===== config.mk =====
export PLATFORM = sky130hd
export DESIGN_NAME = scope_core
export DESIGN_NICKNAME = d
export VERILOG_FILES = /design/src/verilog/scope_pkg.sv /design/src/verilog/capture_gate.sv /design/src/verilog/channel_merger.sv /design/src/verilog/scope_core.sv /design/src/verilog/trigger_hub.sv
export VERILOG_INCLUDE_DIRS = /design/src /design/src/verilog
export SDC_FILE = /design/constraint.sdc
export NUM_CORES = 1
export LEC_CHECK = 0
export ABC_AREA = 1
export BUFFER_PORTS_ARGS = -buffer_cell sky130_fd_sc_hd__buf_2
export CAP_MARGIN = 20
export CORE_UTILIZATION = 53
export CTS_BUF_LIST = sky130_fd_sc_hd__clkbuf_16
export CTS_CLUSTER_DIAMETER = 40
export DETAILED_ROUTE_END_ITERATION = 8
export PLACE_DENSITY_LB_ADDON = 0.08
export SETUP_SLACK_MARGIN = 0.02
export SKIP_LAST_GASP = 1
export SYNTH_ARGS = -nofsm -noshare
export SYNTH_HDL_FRONTEND = slang
export SYNTH_SLANG_ARGS = --single-unit

===== constraint.sdc =====
create_clock -name clock -period 2.2 [get_ports clock]
set_clock_uncertainty 0.1 [all_clocks]
set_input_delay 0.11 -clock clock [delete_from_list [all_inputs] [get_ports clock]]
set_output_delay 0.11 -clock clock [all_outputs]
set_load 0.03 [all_outputs]

===== src/verilog/scope_settings.svh =====
`ifndef SCOPE_SETTINGS_SVH
`define SCOPE_SETTINGS_SVH

// Number of sample channels feeding the merger
`define SCOPE_N_CHANNELS 4

// Bits per sample value
`define SCOPE_SAMPLE_WIDTH 16

// Number of trigger lines watched by the hub
`define SCOPE_N_TRIGGERS 8

// Width of the frame length and trigger position counters
`define SCOPE_COUNT_WIDTH 16

`endif


===== src/verilog/scope_pkg.sv =====
`default_nettype none
`include "scope_settings.svh"

package scope_pkg;

    localparam int TAG_WIDTH = $clog2(`SCOPE_N_CHANNELS);
    localparam int WORD_WIDTH = 32;
    localparam int PAD_WIDTH = WORD_WIDTH - TAG_WIDTH - `SCOPE_SAMPLE_WIDTH;

    // One signed sample as delivered by a channel
    typedef logic signed [`SCOPE_SAMPLE_WIDTH-1:0] sample_t;

    typedef logic [TAG_WIDTH-1:0] chan_id_t;

    // Channel tag in the top bits, then zero padding, then the sample
    typedef struct packed {
        chan_id_t chan;
        logic [PAD_WIDTH-1:0] pad;
        sample_t sample;
    } tagged_word_t;

endpackage

`default_nettype wire


===== src/verilog/capture_gate.sv =====
`default_nettype none
`include "scope_settings.svh"

module capture_gate (
    input wire logic clock,
    input wire logic rst_n,
    input wire logic merged_valid,
    input wire scope_pkg::tagged_word_t merged_word,
    input wire logic capture_inhibit,
    input wire logic [`SCOPE_COUNT_WIDTH-1:0] frame_length,
    output logic out_valid,
    output scope_pkg::tagged_word_t out_word,
    output logic out_last
);

    logic accept;
    logic frame_end;

    // Position of the next accepted word inside the current frame
    logic [`SCOPE_COUNT_WIDTH-1:0] frame_count;
    logic [`SCOPE_COUNT_WIDTH-1:0] frame_count_inc;

    assign accept = merged_valid && !capture_inhibit;
    assign frame_count_inc = frame_count + 1'b1;
    assign frame_end = (frame_count_inc == frame_length);

    always_ff @(posedge clock) begin
        if (!rst_n) begin
            frame_count <= '0;
            out_valid <= 1'b0;
            out_last <= 1'b0;
        end else begin
            out_valid <= accept;
            out_last <= accept && frame_end;
            // Holding restarts framing so capture resumes on a frame boundary
            if (capture_inhibit) begin
                frame_count <= '0;
            end else if (accept) begin
                if (frame_end) begin
                    frame_count <= '0;
                end else begin
                    frame_count <= frame_count_inc;
                end
            end
        end
    end

    always_ff @(posedge clock) begin
        if (accept) begin
            out_word <= merged_word;
        end
    end

    // A zero frame length would never produce a last word
    frame_length_nonzero: assert property (
        @(posedge clock) disable iff (!rst_n)
        frame_length != '0
    );

endmodule

`default_nettype wire


===== src/verilog/channel_merger.sv =====
`default_nettype none
`include "scope_settings.svh"

module channel_merger (
    input wire logic clock,
    input wire logic rst_n,
    input wire logic [`SCOPE_N_CHANNELS-1:0] sample_strobe,
    input wire scope_pkg::sample_t sample_data [`SCOPE_N_CHANNELS],
    output logic merged_valid,
    output scope_pkg::tagged_word_t merged_word
);

    // One hold slot per channel
    logic [`SCOPE_N_CHANNELS-1:0] pending;
    scope_pkg::sample_t sample_reg [`SCOPE_N_CHANNELS];

    // Grant to the lowest indexed pending slot
    logic [`SCOPE_N_CHANNELS-1:0] grant;
    scope_pkg::chan_id_t sel;
    logic found;

    always_comb begin
        grant = '0;
        sel = '0;
        found = 1'b0;
        for (int i = 0; i < `SCOPE_N_CHANNELS; i++) begin
            if (pending[i] && !found) begin
                grant[i] = 1'b1;
                sel = scope_pkg::chan_id_t'(i);
                found = 1'b1;
            end
        end
    end

    // A new strobe wins over the clear of a slot leaving in the same cycle
    always_ff @(posedge clock) begin
        if (!rst_n) begin
            pending <= '0;
        end else begin
            pending <= (pending & ~grant) | sample_strobe;
        end
    end

    always_ff @(posedge clock) begin
        for (int i = 0; i < `SCOPE_N_CHANNELS; i++) begin
            if (sample_strobe[i]) begin
                sample_reg[i] <= sample_data[i];
            end
        end
    end

    assign merged_valid = found;

    assign merged_word = '{
        chan: sel,
        pad: '0,
        sample: sample_reg[sel]
    };

    // A strobe must never overwrite a sample that has not been issued yet
    no_slot_overrun: assert property (
        @(posedge clock) disable iff (!rst_n)
        (sample_strobe & pending & ~grant) == '0
    );

endmodule

`default_nettype wire


===== src/verilog/scope_core.sv =====
`default_nettype none
`include "scope_settings.svh"

module scope_core (
    input wire logic clock,
    input wire logic rst_n,
    input wire logic [`SCOPE_N_CHANNELS-1:0] sample_strobe,
    input wire scope_pkg::sample_t sample_data [`SCOPE_N_CHANNELS],
    input wire logic [`SCOPE_N_TRIGGERS-1:0] trigger_in,
    input wire logic [$clog2(`SCOPE_N_TRIGGERS)-1:0] trigger_select,
    input wire logic [`SCOPE_COUNT_WIDTH-1:0] trigger_position,
    input wire logic [`SCOPE_COUNT_WIDTH-1:0] frame_length,
    input wire logic capture_ack,
    output logic out_valid,
    output scope_pkg::tagged_word_t out_word,
    output logic out_last,
    output logic capture_held
);

    // Serialized stream shared by the hub and the gate
    logic merged_valid;
    scope_pkg::tagged_word_t merged_word;

    logic capture_inhibit;

    channel_merger i_channel_merger (
        .clock(clock),
        .rst_n(rst_n),
        .sample_strobe(sample_strobe),
        .sample_data(sample_data),
        .merged_valid(merged_valid),
        .merged_word(merged_word)
    );

    // The hub counts words from the same stream that the gate forwards
    trigger_hub i_trigger_hub (
        .clock(clock),
        .rst_n(rst_n),
        .trigger_in(trigger_in),
        .trigger_select(trigger_select),
        .trigger_position(trigger_position),
        .capture_ack(capture_ack),
        .merged_valid(merged_valid),
        .capture_inhibit(capture_inhibit),
        .capture_held(capture_held)
    );

    capture_gate i_capture_gate (
        .clock(clock),
        .rst_n(rst_n),
        .merged_valid(merged_valid),
        .merged_word(merged_word),
        .capture_inhibit(capture_inhibit),
        .frame_length(frame_length),
        .out_valid(out_valid),
        .out_word(out_word),
        .out_last(out_last)
    );

endmodule

`default_nettype wire


===== src/verilog/trigger_hub.sv =====
`default_nettype none
`include "scope_settings.svh"

module trigger_hub (
    input wire logic clock,
    input wire logic rst_n,
    input wire logic [`SCOPE_N_TRIGGERS-1:0] trigger_in,
    input wire logic [$clog2(`SCOPE_N_TRIGGERS)-1:0] trigger_select,
    input wire logic [`SCOPE_COUNT_WIDTH-1:0] trigger_position,
    input wire logic capture_ack,
    input wire logic merged_valid,
    output logic capture_inhibit,
    output logic capture_held
);

    typedef enum logic [1:0] {
        ARMED,
        COUNTING,
        HOLDING
    } hub_state_t;

    hub_state_t state;

    logic selected_line;
    logic selected_prev;
    logic trigger_edge;

    logic [`SCOPE_COUNT_WIDTH-1:0] word_count;
    logic [`SCOPE_COUNT_WIDTH-1:0] word_count_next;
    logic position_reached;

    assign selected_line = trigger_in[trigger_select];
    assign trigger_edge = selected_line && !selected_prev;

    assign word_count_next = word_count + 1'b1;

    // A zero position stops capture right after detection
    assign position_reached = (trigger_position == '0) ||
                              (merged_valid && (word_count_next == trigger_position));

    always_ff @(posedge clock) begin
        if (!rst_n) begin
            state <= ARMED;
            selected_prev <= 1'b0;
            word_count <= '0;
        end else begin
            // The edge detector keeps tracking so a line held high cannot retrigger
            selected_prev <= selected_line;
            case (state)
                ARMED: begin
                    if (trigger_edge) begin
                        state <= COUNTING;
                        word_count <= '0;
                    end
                end
                COUNTING: begin
                    if (merged_valid) begin
                        word_count <= word_count_next;
                    end
                    if (position_reached) begin
                        state <= HOLDING;
                    end
                end
                HOLDING: begin
                    if (capture_ack) begin
                        state <= ARMED;
                    end
                end
                default: begin
                    state <= ARMED;
                end
            endcase
        end
    end

    assign capture_inhibit = (state == HOLDING);
    assign capture_held = (state == HOLDING);

    // Software only acknowledges a capture that has actually stopped
    ack_only_while_holding: assert property (
        @(posedge clock) disable iff (!rst_n)
        capture_ack |-> (state == HOLDING)
    );

endmodule

`default_nettype wire

Yosys cells after proc, flatten, opt, wreduce, memory -nomap -nowiden
Memory sizes are Yosys's and may differ from the RTL's. A register that Yosys moved wholly into a read port is not among the register bits.
Index checks and enable logic that the tools add are counted.
- order comparisons: 1
- shift-type cells: 0
- multiply operators: 0
- equality and inequality tests: 8
- reduce and logical (&&, ||, !) cells: 19
- multiplexer cells: 28
- divide/modulo/power cells: 0
- bitwise logic cells: 4
- add/sub/neg operators: 2
- operators with widths (operator ; count):
    $mux 16 ; 3
    $add 16x1->16 const B ; 2
    $eq 16x16->1 ; 2
    $pmux 16 s2 ; 1
    $mux 1 ; 17
    $logic_not 16->1 ; 1
    $mux 2 ; 5
    $logic_and 1x1->1 ; 7
    $ne 2x1->1 const B ; 3
    $pmux 2 s3 ; 1
    $reduce_and 3->1 ; 2
    $logic_not 1->1 ; 5
    $and 4x4->4 ; 1
    $lt 3x4->1 const B ; 1
    $not 4->4 ; 1
    $or 4x4->4 ; 1
    $bmux 1 s3 ; 1
    $eq 2x1->1 const B ; 1
    $eq 2x2->1 const B ; 1
    $logic_not 2->1 ; 1
    $ne 2x2->1 const B ; 1
    $reduce_bool 2->1 ; 1
    $reduce_or 2->1 ; 1
    $logic_or 1x1->1 ; 1
    $not 1->1 ; 1
- logic and storage cells: 71
- output and inout bits: 35
- ROM bits: 0
- bits in writable memories: 64
- memories: 1
- flip-flop bits (word level): 43
- bits in latches: 0
- bits of input ports: 114
- memory list (memory ; words ; bits a word ; read ports ; clocked after Yosys merged registers in ; wr ports ; line ; source):
    i_channel_merger.sample_reg ; 4 ; 16 ; 1 ; 1 ; 4 ; channel_merger.sv:15 ; scope_pkg::sample_t sample_reg [`SCOPE_N_CHANNELS];

Logic depth before layout (Yosys ltp)
Gate-level depths: netlist (run 1).
- depth after elaboration: 14
- gate-level depth with buffers: 16
- gate-level depth less buffers: 16

Modules after synthesis
From an unflattened synthesis (run 1), not the netlist that was laid out.
- cells, all modules: 854
- area total of the unflattened synthesis: 7221.9 µm²
- by module, submodules not included (module ; cells an instance ; times used ; area an instance (µm²) ; sequential area each (µm²)):
    channel_merger ; 293 ; 1 ; 3064.2 ; 2001.9
    capture_gate ; 294 ; 1 ; 2553.7 ; 1321.3
    trigger_hub ; 267 ; 1 ; 1604.0 ; 380.4

Worst setup path before layout (run 1)
No wires, ideal clock.
- kind: reg2reg
- start: register i_trigger_hub.state[1]
- end: register i_capture_gate.frame_count[5]
- period minus slack after synthesis: 1.958 ns
- data required time: 1.968 ns
- cell stages (with the launch flop): 8
- buffers on the path: 0
- arrival: 1.726 ns
- setup slack: 0.242 ns
- setup time: 0.132 ns
- cell sequence: dfxtp_1 -> inv_1 -> nor2_1 -> inv_1 -> nand2_1 -> inv_1 -> nand3_1 -> a21oi_1
- cells in the longest elaborated chain, start to end: 3
- elaborated cells on any way between the ends: 4
- classes of those cells: eq/ne: 1; reduce/logical: 3
- RTL lines (what ; line ; source):
    start: declaration ; trigger_hub.sv:22 ; hub_state_t state;
    start signal: assignment ; trigger_hub.sv:43 ; state <= ARMED;
    start signal: assignment ; trigger_hub.sv:52 ; state <= COUNTING;
    start signal: assignment ; trigger_hub.sv:61 ; state <= HOLDING;
    $eq 2x2->1 ; - ;
    named net capture_held ; scope_core.sv:17 ; output logic capture_held
    $logic_not 1->1 ; capture_gate.sv:23 ; assign accept = merged_valid && !capture_inhibit;
    $logic_and 1x1->1 ; capture_gate.sv:23 ;
    named net i_capture_gate.accept ; capture_gate.sv:16 ; logic accept;
    end signal: assignment ; capture_gate.sv:42 ; frame_count <= frame_count_inc;
    end: declaration ; capture_gate.sv:20 ; logic [`SCOPE_COUNT_WIDTH-1:0] frame_count;
The timed path passes the listed nets, and every way through them passes these cells.
A chain may end at the register's enable or synchronous reset.

Worst setup path in the final report (run 1)
- start: register i_capture_gate.frame_count[1]
- end: register i_capture_gate.frame_count[6]
- cells in the longest elaborated chain, start to end: 3
- RTL lines (what ; line ; source):
    $add 16x1->16 * ; capture_gate.sv:24 ; assign frame_count_inc = frame_count + 1'b1;
    $eq 16x16->1 ; capture_gate.sv:25 ; assign frame_end = (frame_count_inc == frame_length);
    $mux 16 * ; capture_gate.sv:39 ; if (frame_end) begin
Every way passes the cells marked *; elsewhere a longest branch is shown, timed or not.

==> parameters.txt, run 1 <==
Parameter                              Value

Outcome
  Status ... finished, final reports clean

Yosys
  Cell area after synthesis ... about 6300 um^2
  Number of cells produced by synthesis ... 757
  Number of distinct library cell variants in the gate-level netlist after synthesis ... 37
  Sequential cell area fraction in the yosys report ... 0.524
  Avg Cell Area, Syn ... about 8.3 um^2
  Post-synthesis cell type with the largest combined area ... sky130_fd_sc_hd__edfxtp_1
  Fraction of synthesized cell area taken by the top area cell type ... 0.393
  Post-synthesis register bit count ... approximately 120
  Number of warnings printed during yosys synthesis ... 0
  Cell types with the largest area share after synthesis ... sky130_fd_sc_hd__edfxtp_1 39%, sky130_fd_sc_hd__dfxtp_1 13%, sky130_fd_sc_hd__nand2_1 11%

Global route
  Via count of the first global-routing pass ... just under 6000
  Initial antenna violation count ... 0
  Pin count of the biggest net entering global routing ... 34
  Total congestion overflow after global routing ... 0
  Overall track demand over capacity in global routing ... 0.277
  Global-route wire length before repair ... between 20000 and 30000 um

Drt
  Total vias in the final route ... between 6000 and 7000
  Pre-antenna DRT Iters ... 6
  Total detailed-routing wirelength ... 17100 um
  Number of DRC markers after the initial detailed-route iteration ... 438
  Via density ... 5.34
  # DRC ... 0
  Average detailed-routed wire length per instance ... between 15 and 20 um
  Post-DRT Antenna Nets ... 0

Finish
  Multi-input gate area ... around 2800 um^2
  FF+latch area ... approximately 3300 um^2
  Final-layout fill cell count ... between 800 and 900
  Signed area change from the synthesized netlist to the final layout ... 38.2%
  Most frequent standard cell in the layout excluding fill and tap cells ... sky130_fd_sc_hd__nand2_1
  Flip-flop count of the largest register after layout ... between 60 and 70
  Ratio of cells with drive above 1 in the final layout ... 0.256
  Number of nets in the finished design ... between 1000 and 1500
  Most frequent cells in the layout ... 160 x sky130_fd_sc_hd__nand2_1, 134 x sky130_fd_sc_hd__buf_2, 91 x sky130_fd_sc_hd__nor2_1
  Diode insertion count for antenna repair ... 0
  Post-layout util ... 0.755

STA
  Min Hold Slack ... around 0.047 ns
  Final hold violation count ... 0
  Fmax ... 470 MHz
  Max-slew headroom ... 0.351
  Final period util ... 0.967
  Min setup slack post-route ... ~0.073 ns
  Clock period minus final worst setup slack ... between 2 and 2.5 ns
  Transition time at the pin with the least slew margin ... 0.973 ns
  Final setup fails ... 0
  Pins Over Slew Limit ... 0
  RSZ-0062 raised after global routing ... true

Worst hold path
  Hold crit path type ... input pin to flop

Placed design
  Post-Place Worst Slack ... around 0.037 ns
  Final HPWL DP ... ~11000 um
  Count of input and output buffers ... roughly 130
  Final weighted congestion in routability-driven placement ... between 0.9 and 1

Worst setup path
  Cell mode on critical path ... sky130_fd_sc_hd__nand2_2
  Stages on the worst setup path ... 15
  Element type at the critical path start ... flop
  Crit Path Category ... flop to flop
  Crit path capture ... i_capture_gate.frame_count[6]$_SDFFE_PP0P_
  Startpoint of the lowest-slack register-to-register path ... i_capture_gate.frame_count[1]$_SDFFE_PP0P_
  Critical path peak fanout ... 6
  CP Buf/Inv Count ... 2
  Kind of end point of the critical path ... flop
  R2R cell count ... 15
  Critical path origin ... i_capture_gate.frame_count[1]$_SDFFE_PP0P_
  Slack of the worst reg-to-reg path ... between 0.07 and 0.08 ns
  Cell with the largest stage delay on the worst path ... sky130_fd_sc_hd__dfxtp_4
  Family with the most delay on the worst path ... simple AND/OR/NAND/NOR gates
  Critical Path Max Stage Delay ... around 0.37 ns
  Data arrival time of the critical path ... 2.30 ns
  Worst reg2reg path endpoint ... i_capture_gate.frame_count[6]$_SDFFE_PP0P_
  CP Data Required Time ... between 2 and 2.5 ns
  Cell breakdown of the critical path ... ha_4, nand2_4, nor2_4, buf_6, nand3_2, nand2_2, nand2_2, nand2_1, nand2_1, inv_2, nand3_2, nor2_4, nand3b_4, nand2_2, a21oi_1

Power
  Power density normalized to cell area ... 943 nW/um^2
  Peak supply drop ... around 940 uV
  Cell internal pwr ... around 5.5 mW
  Proportion of power drawn by flip-flops and latches ... 0.382
  Switching pwr ... between 2 and 3 mW
  Sw Share ... 0.324
  Part of the power in combinational logic ... 0.266
  LEAKAGE ... about 3.7 nW
  Clk network pwr share ... 0.352

Floorplanning
  I/O Pins ... ~150
  Overall die area ... between 10000 and 15000 um^2
  Standard-cell rows ... 39
  DIE HEIGHT ... approximately 110 um
  Initial core utilization ... 0.547
  Die outline width ... 111 um
  Core area ... approximately 11000 um^2

Clocking
  Clk slew on worst S/H paths ... around 0.06 ns
  Max Root-Sink Buffers ... 2
  Skew-Pair Late Insertion Delay ... between 0.4 and 0.5 ns
  Total clock buffers created by CTS ... 17
  H-tree levels ... 4
  Count of clock tree sinks ... roughly 120
  CTS tree ... done
  Master cell of the clock root buffer ... sky130_fd_sc_hd__clkbuf_16

Flow run
  Max-cap violation count ... 0
## synth_stat cells (all sizes together)
cell type	instances
nand2	186
nor2	108
edfxtp	82
inv	78
nand3	54
o21ai	54
a21oi	48
dfxtp	41
buf	16
o22ai	16
clkbuf	15
nand3b	14
nand4	14
nor4	4
xor2	4
a211oi	3
o21bai	3
xnor3	3
a21o	2
and2	2
ha	2
or2	2
a41oi	1
conb	1
nor3	1
nor3b	1
o211ai	1
xnor2	1
## per-stage QoR
step / power, mW / TNS, ns / std cells / area [um^2]
CTS: 8.06 / 0 / 1127 / 8370
global route: 8.59 / -0.669 / 1136 / 8660
floorplan: 4.46 / 0 / 770 / 6320
finish: 8.17 / 0 / 1136 / 8660
global placement: 5.04 / 0 / 1030 / 7110
detailed placement: 5.10 / 0 / 1030 / 7110
## metal layers
layer / wire [um] / GRT usage / up-vias / share of wire
li1: - / - / 2977 / -
met1: 6830 / 0.317 / 2799 / 0.40
met2: 8770 / 0.489 / 241 / 0.51
met3: 1000 / 0.0640 / 47 / 0.058
met4: 517 / 0.132 / 0 / 0.030
met5: 0 / 0 / - / 0
## worst min-delay path by stage
| stage | cells past startpoint | slack [ns] | from | to |
|---|---|---|---|---|
| finish | 5 | 0.05 | trigger_in[1] | i_trigger_hub.selected_prev$_SDFF_PN0_ |
| global route | 1 | 0.07 | sample_strobe[3] | i_channel_merger.sample_reg[3][3]$_DFFE_PP_ |
| CTS | 5 | 0.05 | trigger_in[1] | i_trigger_hub.selected_prev$_SDFF_PN0_ |
| detailed placement | 1 | 0.19 | sample_data[16] | i_channel_merger.sample_reg[2][0]$_DFFE_PP_ |
| global placement | 1 | 0.19 | sample_data[63] | i_channel_merger.sample_reg[0][15]$_DFFE_PP_ |
| floorplan | 2 | 0.11 | sample_strobe[0] | i_channel_merger.pending[0]$_SDFF_PN0_ |
## kinds of logic (layout without fill, tap and decap cells)
group | after synthesis | in the layout | synth area share
compound gates | 128 | 128 | 0.110
simple gates | 386 | 388 | 0.270
flops | 123 | 123 | 0.524
fa+ha+maj | 2 | 2 | 0.00399
xor+xnor | 8 | 8 | 0.0178
buf+inv | 109 | 330 | 0.0740
other cells | 1 | 14 | 0.000598
## layout make-up
type	count	area share
timing repair buffer	221	0.172
clock inverter	14	0.0208
clock buffer	17	0.0491
multi-input combinational	540	0.323
inverter	78	0.0338
tap	143	0.0207
sequential	123	0.381
## timing repair
action / 4_1_cts / 5_1_grt
resized for setup: 1 / 69
pin swaps: 1 / 26
hold buffers: 66 / 0
cloned: 0 / 2
hold endpoints to repair: 78 / 0
setup buffers: 0 / 7
endpoints found under the setup margin: 11 / 19
## power groups by stage
stage / Combinational [mW] / Clock (mW) / Sequential [mW]
CTS: 2.07 / 2.91 / 3.08
global route: 2.40 / 3.02 / 3.17
global placement: 1.93 / 0 / 3.11
detailed placement: 1.97 / 0 / 3.12
finish: 2.17 / 2.88 / 3.12
floorplan: 1.15 / 0 / 3.31
## tightest hold or removal path: cells and delay by family
kind	cells	cell delay [ns]
simple gates	1	0.09
compound gates	3	0.25
buf+inv	1	0.07
No activity file was read; power rests on OpenSTA's default activity.
==> inputs of run 2 (changes only) <==
--- a/config.mk
+++ b/config.mk
@@ -9,7 +9,9 @@
 export ABC_AREA = 1
 export BUFFER_PORTS_ARGS = -buffer_cell sky130_fd_sc_hd__buf_2
 export CAP_MARGIN = 20
-export CORE_UTILIZATION = 53
+export CELL_PAD_IN_SITES_DETAIL_PLACEMENT = 0
+export CELL_PAD_IN_SITES_GLOBAL_PLACEMENT = 1
+export CORE_UTILIZATION = 40
 export CTS_BUF_LIST = sky130_fd_sc_hd__clkbuf_16
 export CTS_CLUSTER_DIAMETER = 40
 export DETAILED_ROUTE_END_ITERATION = 8
==> run 2 against run 1 <==
Design area is 1.3% higher. Clock power is 7.3% lower. Register-to-register slack hardly changed. Utilization is 18 points lower. Routed wire length is 4.2% higher. Maximum frequency is 0.64% higher. Die area is 32% higher. Via count is 1.1% lower. Setup slack better by 0.014 ns. Critical path type unchanged. Critical endpoint is now i_capture_gate.frame_count[12]$_SDFFE_PP0P_. Highest routed layer unchanged.
==> parameters.txt, run 2 (same netlist as run 1, synthesis figures left out) <==
Parameter                              Value

Placed design
  Final weighted congestion in routability-driven placement ... 0.830 (-7.8%)
  Final HPWL DP ... 11900 um (+10%)
  DP Area ... 7230 um^2 (+1.7%)
  Count of input and output buffers ... 134 (unchanged)

STA
  Transition time at the pin with the least slew margin ... 0.975 ns (+0.00216 ns)
  Final hold violation count ... 0 (unchanged)
  RSZ-0062 raised after global routing ... true
  Fmax ... 473 MHz (+0.64%)
  Max-slew headroom ... 0.349 (-0.00144)
  Pins Over Slew Limit ... 0 (unchanged)
  Final setup fails ... 0 (unchanged)
  Clock period minus final worst setup slack ... 2.11 ns (-0.0136 ns)
  Final period util ... 0.961 (-0.00619)

Drt
  Number of DRC markers after the initial detailed-route iteration ... 298 (-32%)
  Pre-antenna DRT Iters ... 5 (-1)
  Total detailed-routing wirelength ... 17800 um (+4.2%)
  Average detailed-routed wire length per instance ... 14.7 um (-2.2%)
  # DRC ... 0 (unchanged)
  Total vias in the final route ... 6000 (-1.1%)
  Post-DRT Antenna Nets ... 0 (unchanged)
  Via density ... 4.95 (-7.2%)

Power
  Clk network pwr share ... 0.333 (-0.019)
  Switching pwr ... 2.76 mW (+4.2%)
  LEAKAGE ... 3.79 nW (+1.0%)
  Total Power ... 8.00 mW (-2.1%)
  Sw Share ... 0.345 (+0.0209)
  Cell internal pwr ... 5.24 mW (-5.1%)
  Peak supply drop ... 580 uV (-38%)
  Power density normalized to cell area ... 911 nW/um^2 (-3.4%)
  Proportion of power drawn by flip-flops and latches ... 0.390 (+0.008)
  Part of the power in combinational logic ... 0.277 (+0.011)

Worst setup path
  Cell breakdown of the critical path ... ha_4, nand2_4, nor2_4, buf_12, nand2_2, nand3b_1, nand3_1, nor2_2, nand2_2, nor2_4, nand3b_4, nand2_1, a21oi_2
  Data arrival time of the critical path ... 2.29 ns (about the same)
  Critical path peak fanout ... 5 (-1)
  Element type at the critical path start ... flop
  Family with the most delay on the worst path ... simple AND/OR/NAND/NOR gates
  Crit Path Category ... flop to flop
  Kind of end point of the critical path ... flop
  CP Data Required Time ... 2.38 ns (about the same)
  CP Buf/Inv Count ... 1 (-1)
  Cell with the largest stage delay on the worst path ... sky130_fd_sc_hd__dfxtp_4
  Critical Path Max Stage Delay ... 0.38 ns (about the same)

Finish
  Signed area change from the synthesized netlist to the final layout ... 40.0%
  Post-layout util ... 0.575 (-0.180)
  Multi-input gate area ... 2800 um^2 (about the same)
  Most frequent standard cell in the layout excluding fill and tap cells ... sky130_fd_sc_hd__nand2_1
  Most frequent cells in the layout ... 166 x sky130_fd_sc_hd__nand2_1, 135 x sky130_fd_sc_hd__buf_2, 89 x sky130_fd_sc_hd__nor2_1
  FF+latch area ... 3300 um^2 (about the same)
  Ratio of cells with drive above 1 in the final layout ... 0.261 (+0.00521)
  Diode insertion count for antenna repair ... 0 (unchanged)
  Flip-flop count of the largest register after layout ... 64 (unchanged)
  Post-route cell area ... 8780 um^2 (+1.3%)
  Final-layout fill cell count ... 1388 (+68%)
  Number of nets in the finished design ... 1103 (+0.55%)

Global route
  Initial antenna violation count ... 0 (unchanged)
  GR Layer Usage met1 ... 0.268 (-0.0497)
  Total congestion overflow after global routing ... 0 (unchanged)
  Met2 Track Usage GR ... 0.408 (-0.0810)
  Global-route wire length before repair ... 28300 um (+5.8%)
  Overall track demand over capacity in global routing ... 0.228 (-0.0495)
  Via count of the first global-routing pass ... 5880 (+0.31%)
  Pin count of the biggest net entering global routing ... 34 (unchanged)
  Grt met3 use ... 0.0427 (-0.0213)
  Layer carrying the most global-route usage ... met2

Floorplanning
  Core area ... 15300 um^2 (+33%)
  I/O Pins ... 149 (unchanged)
  Die outline width ... 127 um (+15%)
  Overall die area ... 16200 um^2 (+32%)
  Standard-cell rows ... 45 (+15%)
  Initial core utilization ... 0.411 (-0.136)
  DIE HEIGHT ... 127 um (+15%)

Clocking
  Skew-Pair Late Insertion Delay ... 0.41 ns (about the same)
  Master cell of the clock root buffer ... sky130_fd_sc_hd__clkbuf_16
  H-tree levels ... 4 (unchanged)
  CTS tree ... done
  Total clock buffers created by CTS ... 17 (unchanged)
  Count of clock tree sinks ... 123 (unchanged)
  Clk slew on worst S/H paths ... 0.06 ns (about the same)
  Max Root-Sink Buffers ... 2 (unchanged)

Outcome
  Status ... finished, final reports clean

Flow run
  Max-cap violation count ... 0 (unchanged)

Worst hold path
  Hold crit path type ... input pin to flop
[run 2: tightest hold or removal path: stages]
cell and delay (ns):
sky130_fd_sc_hd__buf_2 0.09, sky130_fd_sc_hd__nand2_1 0.08, sky130_fd_sc_hd__nand2_1 0.08, sky130_fd_sc_hd__nor3b_1 0.05, sky130_fd_sc_hd__nand3_1 0.08, sky130_fd_sc_hd__nor2_1 0.04
[run 2: power by group through the flow]
stage          logic, mW  registers (mW)  clock network (mW)
3_5_place_dp        2.01            3.13                   0
4_1_cts             2.11            3.08                2.72
3_3_place_gp        1.97            3.12                   0
2_1_floorplan       1.15            3.31                   0
5_1_grt             2.46            3.17                2.81
6_report            2.21            3.12                2.67
[run 2: area by class of cell]
type,instances,share of cell area
Clock buffer,17,0.0485
Timing Repair Buffer,228,0.178
Multi-Input combinational cell,539,0.319
Inverter,78,0.0334
Clock inverter,15,0.0160
Sequential cell,123,0.376
Tap cell,211,0.0301
[run 2: repair_timing]
action | in CTS | in global routing
hold endpoints to repair | 78 | 0
gates resized for setup | 3 | 68
buffers inserted | 4 | 5
endpoints found under the setup margin | 13 | 19
hold buffers | 66 | 0
gates cloned | 0 | 1
pin swaps | 2 | 27
[run 2: routing by layer]
metal,part of all wire,wire (um),vias up
met5,0,0,-
met2,0.51,9150,192
met3,0.045,796,38
li1,-,-,2995
met1,0.42,7460,2775
met4,0.024,435,0
[run 2: path summary, 6_finish.rpt]
check                                                            startpoint                                     endpoint  slack, ns  depth (start not counted)
worst max-delay path             i_capture_gate.frame_count[1]$_SDFFE_PP0P_  i_capture_gate.frame_count[12]$_SDFFE_PP0P_       0.09                         13
worst min register to register  i_capture_gate.frame_count[15]$_SDFFE_PP0P_  i_capture_gate.frame_count[15]$_SDFFE_PP0P_       0.38                          2
worst min-delay path                                       frame_length[13]           i_capture_gate.out_last$_SDFF_PN0_       0.04                          6
worst max register to register   i_capture_gate.frame_count[1]$_SDFFE_PP0P_  i_capture_gate.frame_count[12]$_SDFFE_PP0P_       0.09                         13
[run 2: per-stage QoR]
stage          setup TNS [ns]  setup WS [ns]  cells  hold WS (ns)
2_1_floorplan               0          0.242    770         0.108
6_report                    0         0.0865   1211        0.0427
5_1_grt                -0.321        -0.0479   1211        0.0683
3_5_place_dp          -0.0358        -0.0180   1103         0.188
3_3_place_gp          -0.0775        -0.0147   1103         0.187
4_1_cts                     0        0.00702   1205        0.0283
==> inputs of run 3 (changes only) <==
--- a/config.mk
+++ b/config.mk
@@ -11,10 +11,11 @@
 export CAP_MARGIN = 20
 export CELL_PAD_IN_SITES_DETAIL_PLACEMENT = 0
 export CELL_PAD_IN_SITES_GLOBAL_PLACEMENT = 1
-export CORE_UTILIZATION = 40
+export CORE_UTILIZATION = 43
 export CTS_BUF_LIST = sky130_fd_sc_hd__clkbuf_16
 export CTS_CLUSTER_DIAMETER = 40
 export DETAILED_ROUTE_END_ITERATION = 8
+export GPL_TIMING_DRIVEN = 0
 export PLACE_DENSITY_LB_ADDON = 0.08
 export SETUP_SLACK_MARGIN = 0.02
 export SKIP_LAST_GASP = 1
==> constraint.sdc (replaced) <==
create_clock -name clock -period 2.5 [get_ports clock]
set_clock_uncertainty 0.1 [all_clocks]
set_input_delay 0.125 -clock clock [delete_from_list [all_inputs] [get_ports clock]]
set_output_delay 0.125 -clock clock [all_outputs]
set_load 0.03 [all_outputs]
==> run 3 against run 2 <==
Combinational power decreased by 17%. Global-route usage is 2.0 points higher. Clock power fell by 11%. Critical endpoint is now i_capture_gate.frame_count[5]$_SDFFE_PP0P_. Routed wire length down 1.4%. Design area fell by 3.5%. Highest routed layer unchanged. Die area is 6.9% lower. Power is 13% lower. Non-clock buffer count rose by 5. Hold slack improved by 0.021 ns. Utilization grew 2.8 points.
==> parameters.txt, run 3 (same netlist as run 1, synthesis figures left out) <==
Parameter                              Value

Outcome
  Status ... finished, final reports clean

Power
  Part of the power in combinational logic ... 0.264 (-0.013)
  Power density normalized to cell area ... 819 nW/um^2 (-10%)
  Cell internal pwr ... 4.60 mW (-12%)
  Sw Share ... 0.337 (-0.00798)
  Peak supply drop ... 516 uV (-11%)
  Total Power ... 6.94 mW (-13%)
  Switching pwr ... 2.34 mW (-15%)
  LEAKAGE ... 3.68 nW (-2.8%)
  Clk network pwr share ... 0.343 (+0.010)
  Proportion of power drawn by flip-flops and latches ... 0.393 (+0.003)

Worst setup path
  Element type at the critical path start ... flop
  Kind of end point of the critical path ... flop
  Data arrival time of the critical path ... 2.51 ns (+0.22 ns)
  Critical path peak fanout ... 24 (+19)
  CP Data Required Time ... 2.73 ns (+0.35 ns)
  Crit Path Category ... flop to flop

Floorplanning
  I/O Pins ... 149 (unchanged)
  Core area ... 14000 um^2 (-8.0%)
  Initial core utilization ... 0.446 (+0.0356)
  Overall die area ... 15100 um^2 (-6.9%)
  Standard-cell rows ... 43 (-4.4%)
  Die outline width ... 123 um (-3.5%)
  DIE HEIGHT ... 123 um (-3.5%)

Clocking
  CTS tree ... done
  Count of clock tree sinks ... 123 (unchanged)
  Total clock buffers created by CTS ... 17 (unchanged)
  Skew-Pair Late Insertion Delay ... 0.42 ns (about the same)
  Clk slew on worst S/H paths ... 0.06 ns (about the same)
  Master cell of the clock root buffer ... sky130_fd_sc_hd__clkbuf_16
  H-tree levels ... 4 (unchanged)
  Max Root-Sink Buffers ... 2 (unchanged)

STA
  Fmax ... 440 MHz (-7.1%)
  RSZ-0062 raised after global routing ... true
  Pins Over Slew Limit ... 0 (unchanged)
  Min Hold Slack ... 0.0634 ns (+0.0206 ns)
  Transition time at the pin with the least slew margin ... 1.03 ns (+0.0596 ns)
  Setup TNS ... 0 ns (unchanged)
  Final setup fails ... 0 (unchanged)
  Clock period minus final worst setup slack ... 2.27 ns (+0.160 ns)
  Final hold violation count ... 0 (unchanged)
  Max-slew headroom ... 0.309 (-0.0398)
  Final period util ... 0.910 (-0.0511)

Global route
  Global-route wire length before repair ... 27900 um (-1.5%)
  Initial antenna violation count ... 1 (+1)
  Overall track demand over capacity in global routing ... 0.248 (+0.0198)
  Via count of the first global-routing pass ... 5792 (-1.5%)
  Total congestion overflow after global routing ... 0 (unchanged)
  Pin count of the biggest net entering global routing ... 25 (-26%)

Worst hold path
  Hold crit path type ... input pin to flop

Drt
  Total vias in the final route ... 5999 (-0.017%)
  Pre-antenna DRT Iters ... 6 (+1)
  Via density ... 5.06 (+2.2%)
  # DRC ... 0 (unchanged)
  Number of DRC markers after the initial detailed-route iteration ... 387 (+30%)
  Post-DRT Antenna Nets ... 0 (unchanged)
  Average detailed-routed wire length per instance ... 14.8 um (+0.76%)
  Total detailed-routing wirelength ... 17600 um (-1.4%)

Finish
  Most frequent cells in the layout ... 183 x sky130_fd_sc_hd__nand2_1, 136 x sky130_fd_sc_hd__buf_2, 101 x sky130_fd_sc_hd__nor2_1
  Flip-flop count of the largest register after layout ... 64 (unchanged)
  Post-layout util ... 0.603 (+0.0282)
  Ratio of cells with drive above 1 in the final layout ... 0.199 (-0.0618)
  Most frequent standard cell in the layout excluding fill and tap cells ... sky130_fd_sc_hd__nand2_1
  Signed area change from the synthesized netlist to the final layout ... 35.2%
  Number of nets in the finished design ... 1107 (+0.36%)

Flow run
  Max-cap violation count ... 0 (unchanged)

Placed design
  Final HPWL DP ... 12200 um (+2.0%)
  Final weighted congestion in routability-driven placement ... 0.862 (+3.8%)
  Count of input and output buffers ... 134 (unchanged)
==> run 3: worst max-delay path: stages, from the launching register on <==
cell and delay [ns]:
sky130_fd_sc_hd__dfxtp_1 0.34, sky130_fd_sc_hd__inv_1 0.08, sky130_fd_sc_hd__nand3_1 0.20, sky130_fd_sc_hd__nand2_1 0.28, sky130_fd_sc_hd__inv_1 0.84, sky130_fd_sc_hd__nand3_1 0.17
sky130_fd_sc_hd__a21oi_1 0.19
==> run 3: final timing paths <==
kind / start / endpoint / slack, ns / cells past startpoint
worst min-delay path: trigger_in[1] / i_trigger_hub.selected_prev$_SDFF_PN0_ / 0.06 / 5
worst max-delay path: i_channel_merger.pending[2]$_SDFF_PN0_ / i_capture_gate.frame_count[5]$_SDFFE_PP0P_ / 0.23 / 6
worst min register to register: i_capture_gate.frame_count[15]$_SDFFE_PP0P_ / i_capture_gate.frame_count[15]$_SDFFE_PP0P_ / 0.38 / 2
worst max register to register: i_channel_merger.pending[2]$_SDFF_PN0_ / i_capture_gate.frame_count[5]$_SDFFE_PP0P_ / 0.23 / 6
==> run 3: metal layers <==
| metal | GRT usage | share of wire | up-vias |
|---|---|---|---|
| met2 | 0.430 | 0.51 | 196 |
| met4 | 0.0800 | 0.016 | 0 |
| met3 | 0.0576 | 0.045 | 20 |
| li1 | - | - | 2990 |
| met1 | 0.302 | 0.43 | 2793 |
| met5 | 0 | 0 | - |
==> run 3: timing repair <==
action / 4_1_cts / 5_1_grt
setup endpoints to repair: 0 / 26
hold buffers: 66 / 0
endpoints found under the hold margin: 68 / 0
setup buffers: 0 / 2
resized for setup: 0 / 2
==> run 3: per-stage QoR <==
stage	setup WS [ns]	instance area, um^2	std cells
3_5_place_dp	0.171	7210	1084
5_1_grt	0.00185	8470	1185
3_3_place_gp	0.225	7210	1084
2_1_floorplan	0.542	6320	770
6_report	0.226	8470	1185
4_1_cts	0.149	8450	1182
==> run 3: power groups by stage <==
stage          Sequential [mW]  Combinational [mW]  Clock [mW]
3_5_place_dp              2.76                1.75           0
4_1_cts                   2.72                1.84        2.42
5_1_grt                   2.76                2.04        2.52
3_3_place_gp              2.75                1.70           0
2_1_floorplan             2.92                1.01           0
6_report                  2.72                1.83        2.38
==> run 3: layout make-up <==
class                   count  area [um^2]
well taps                 180          225
plain buffers              31          171
fillers                  1244         5570
clock inverters            15          151
flip-flops and latches    123         3280
repair buffers            202         1350
inverters                  78          293
multi-input cells         538         2570
diodes                      1         2.50
clock buffers              17          425
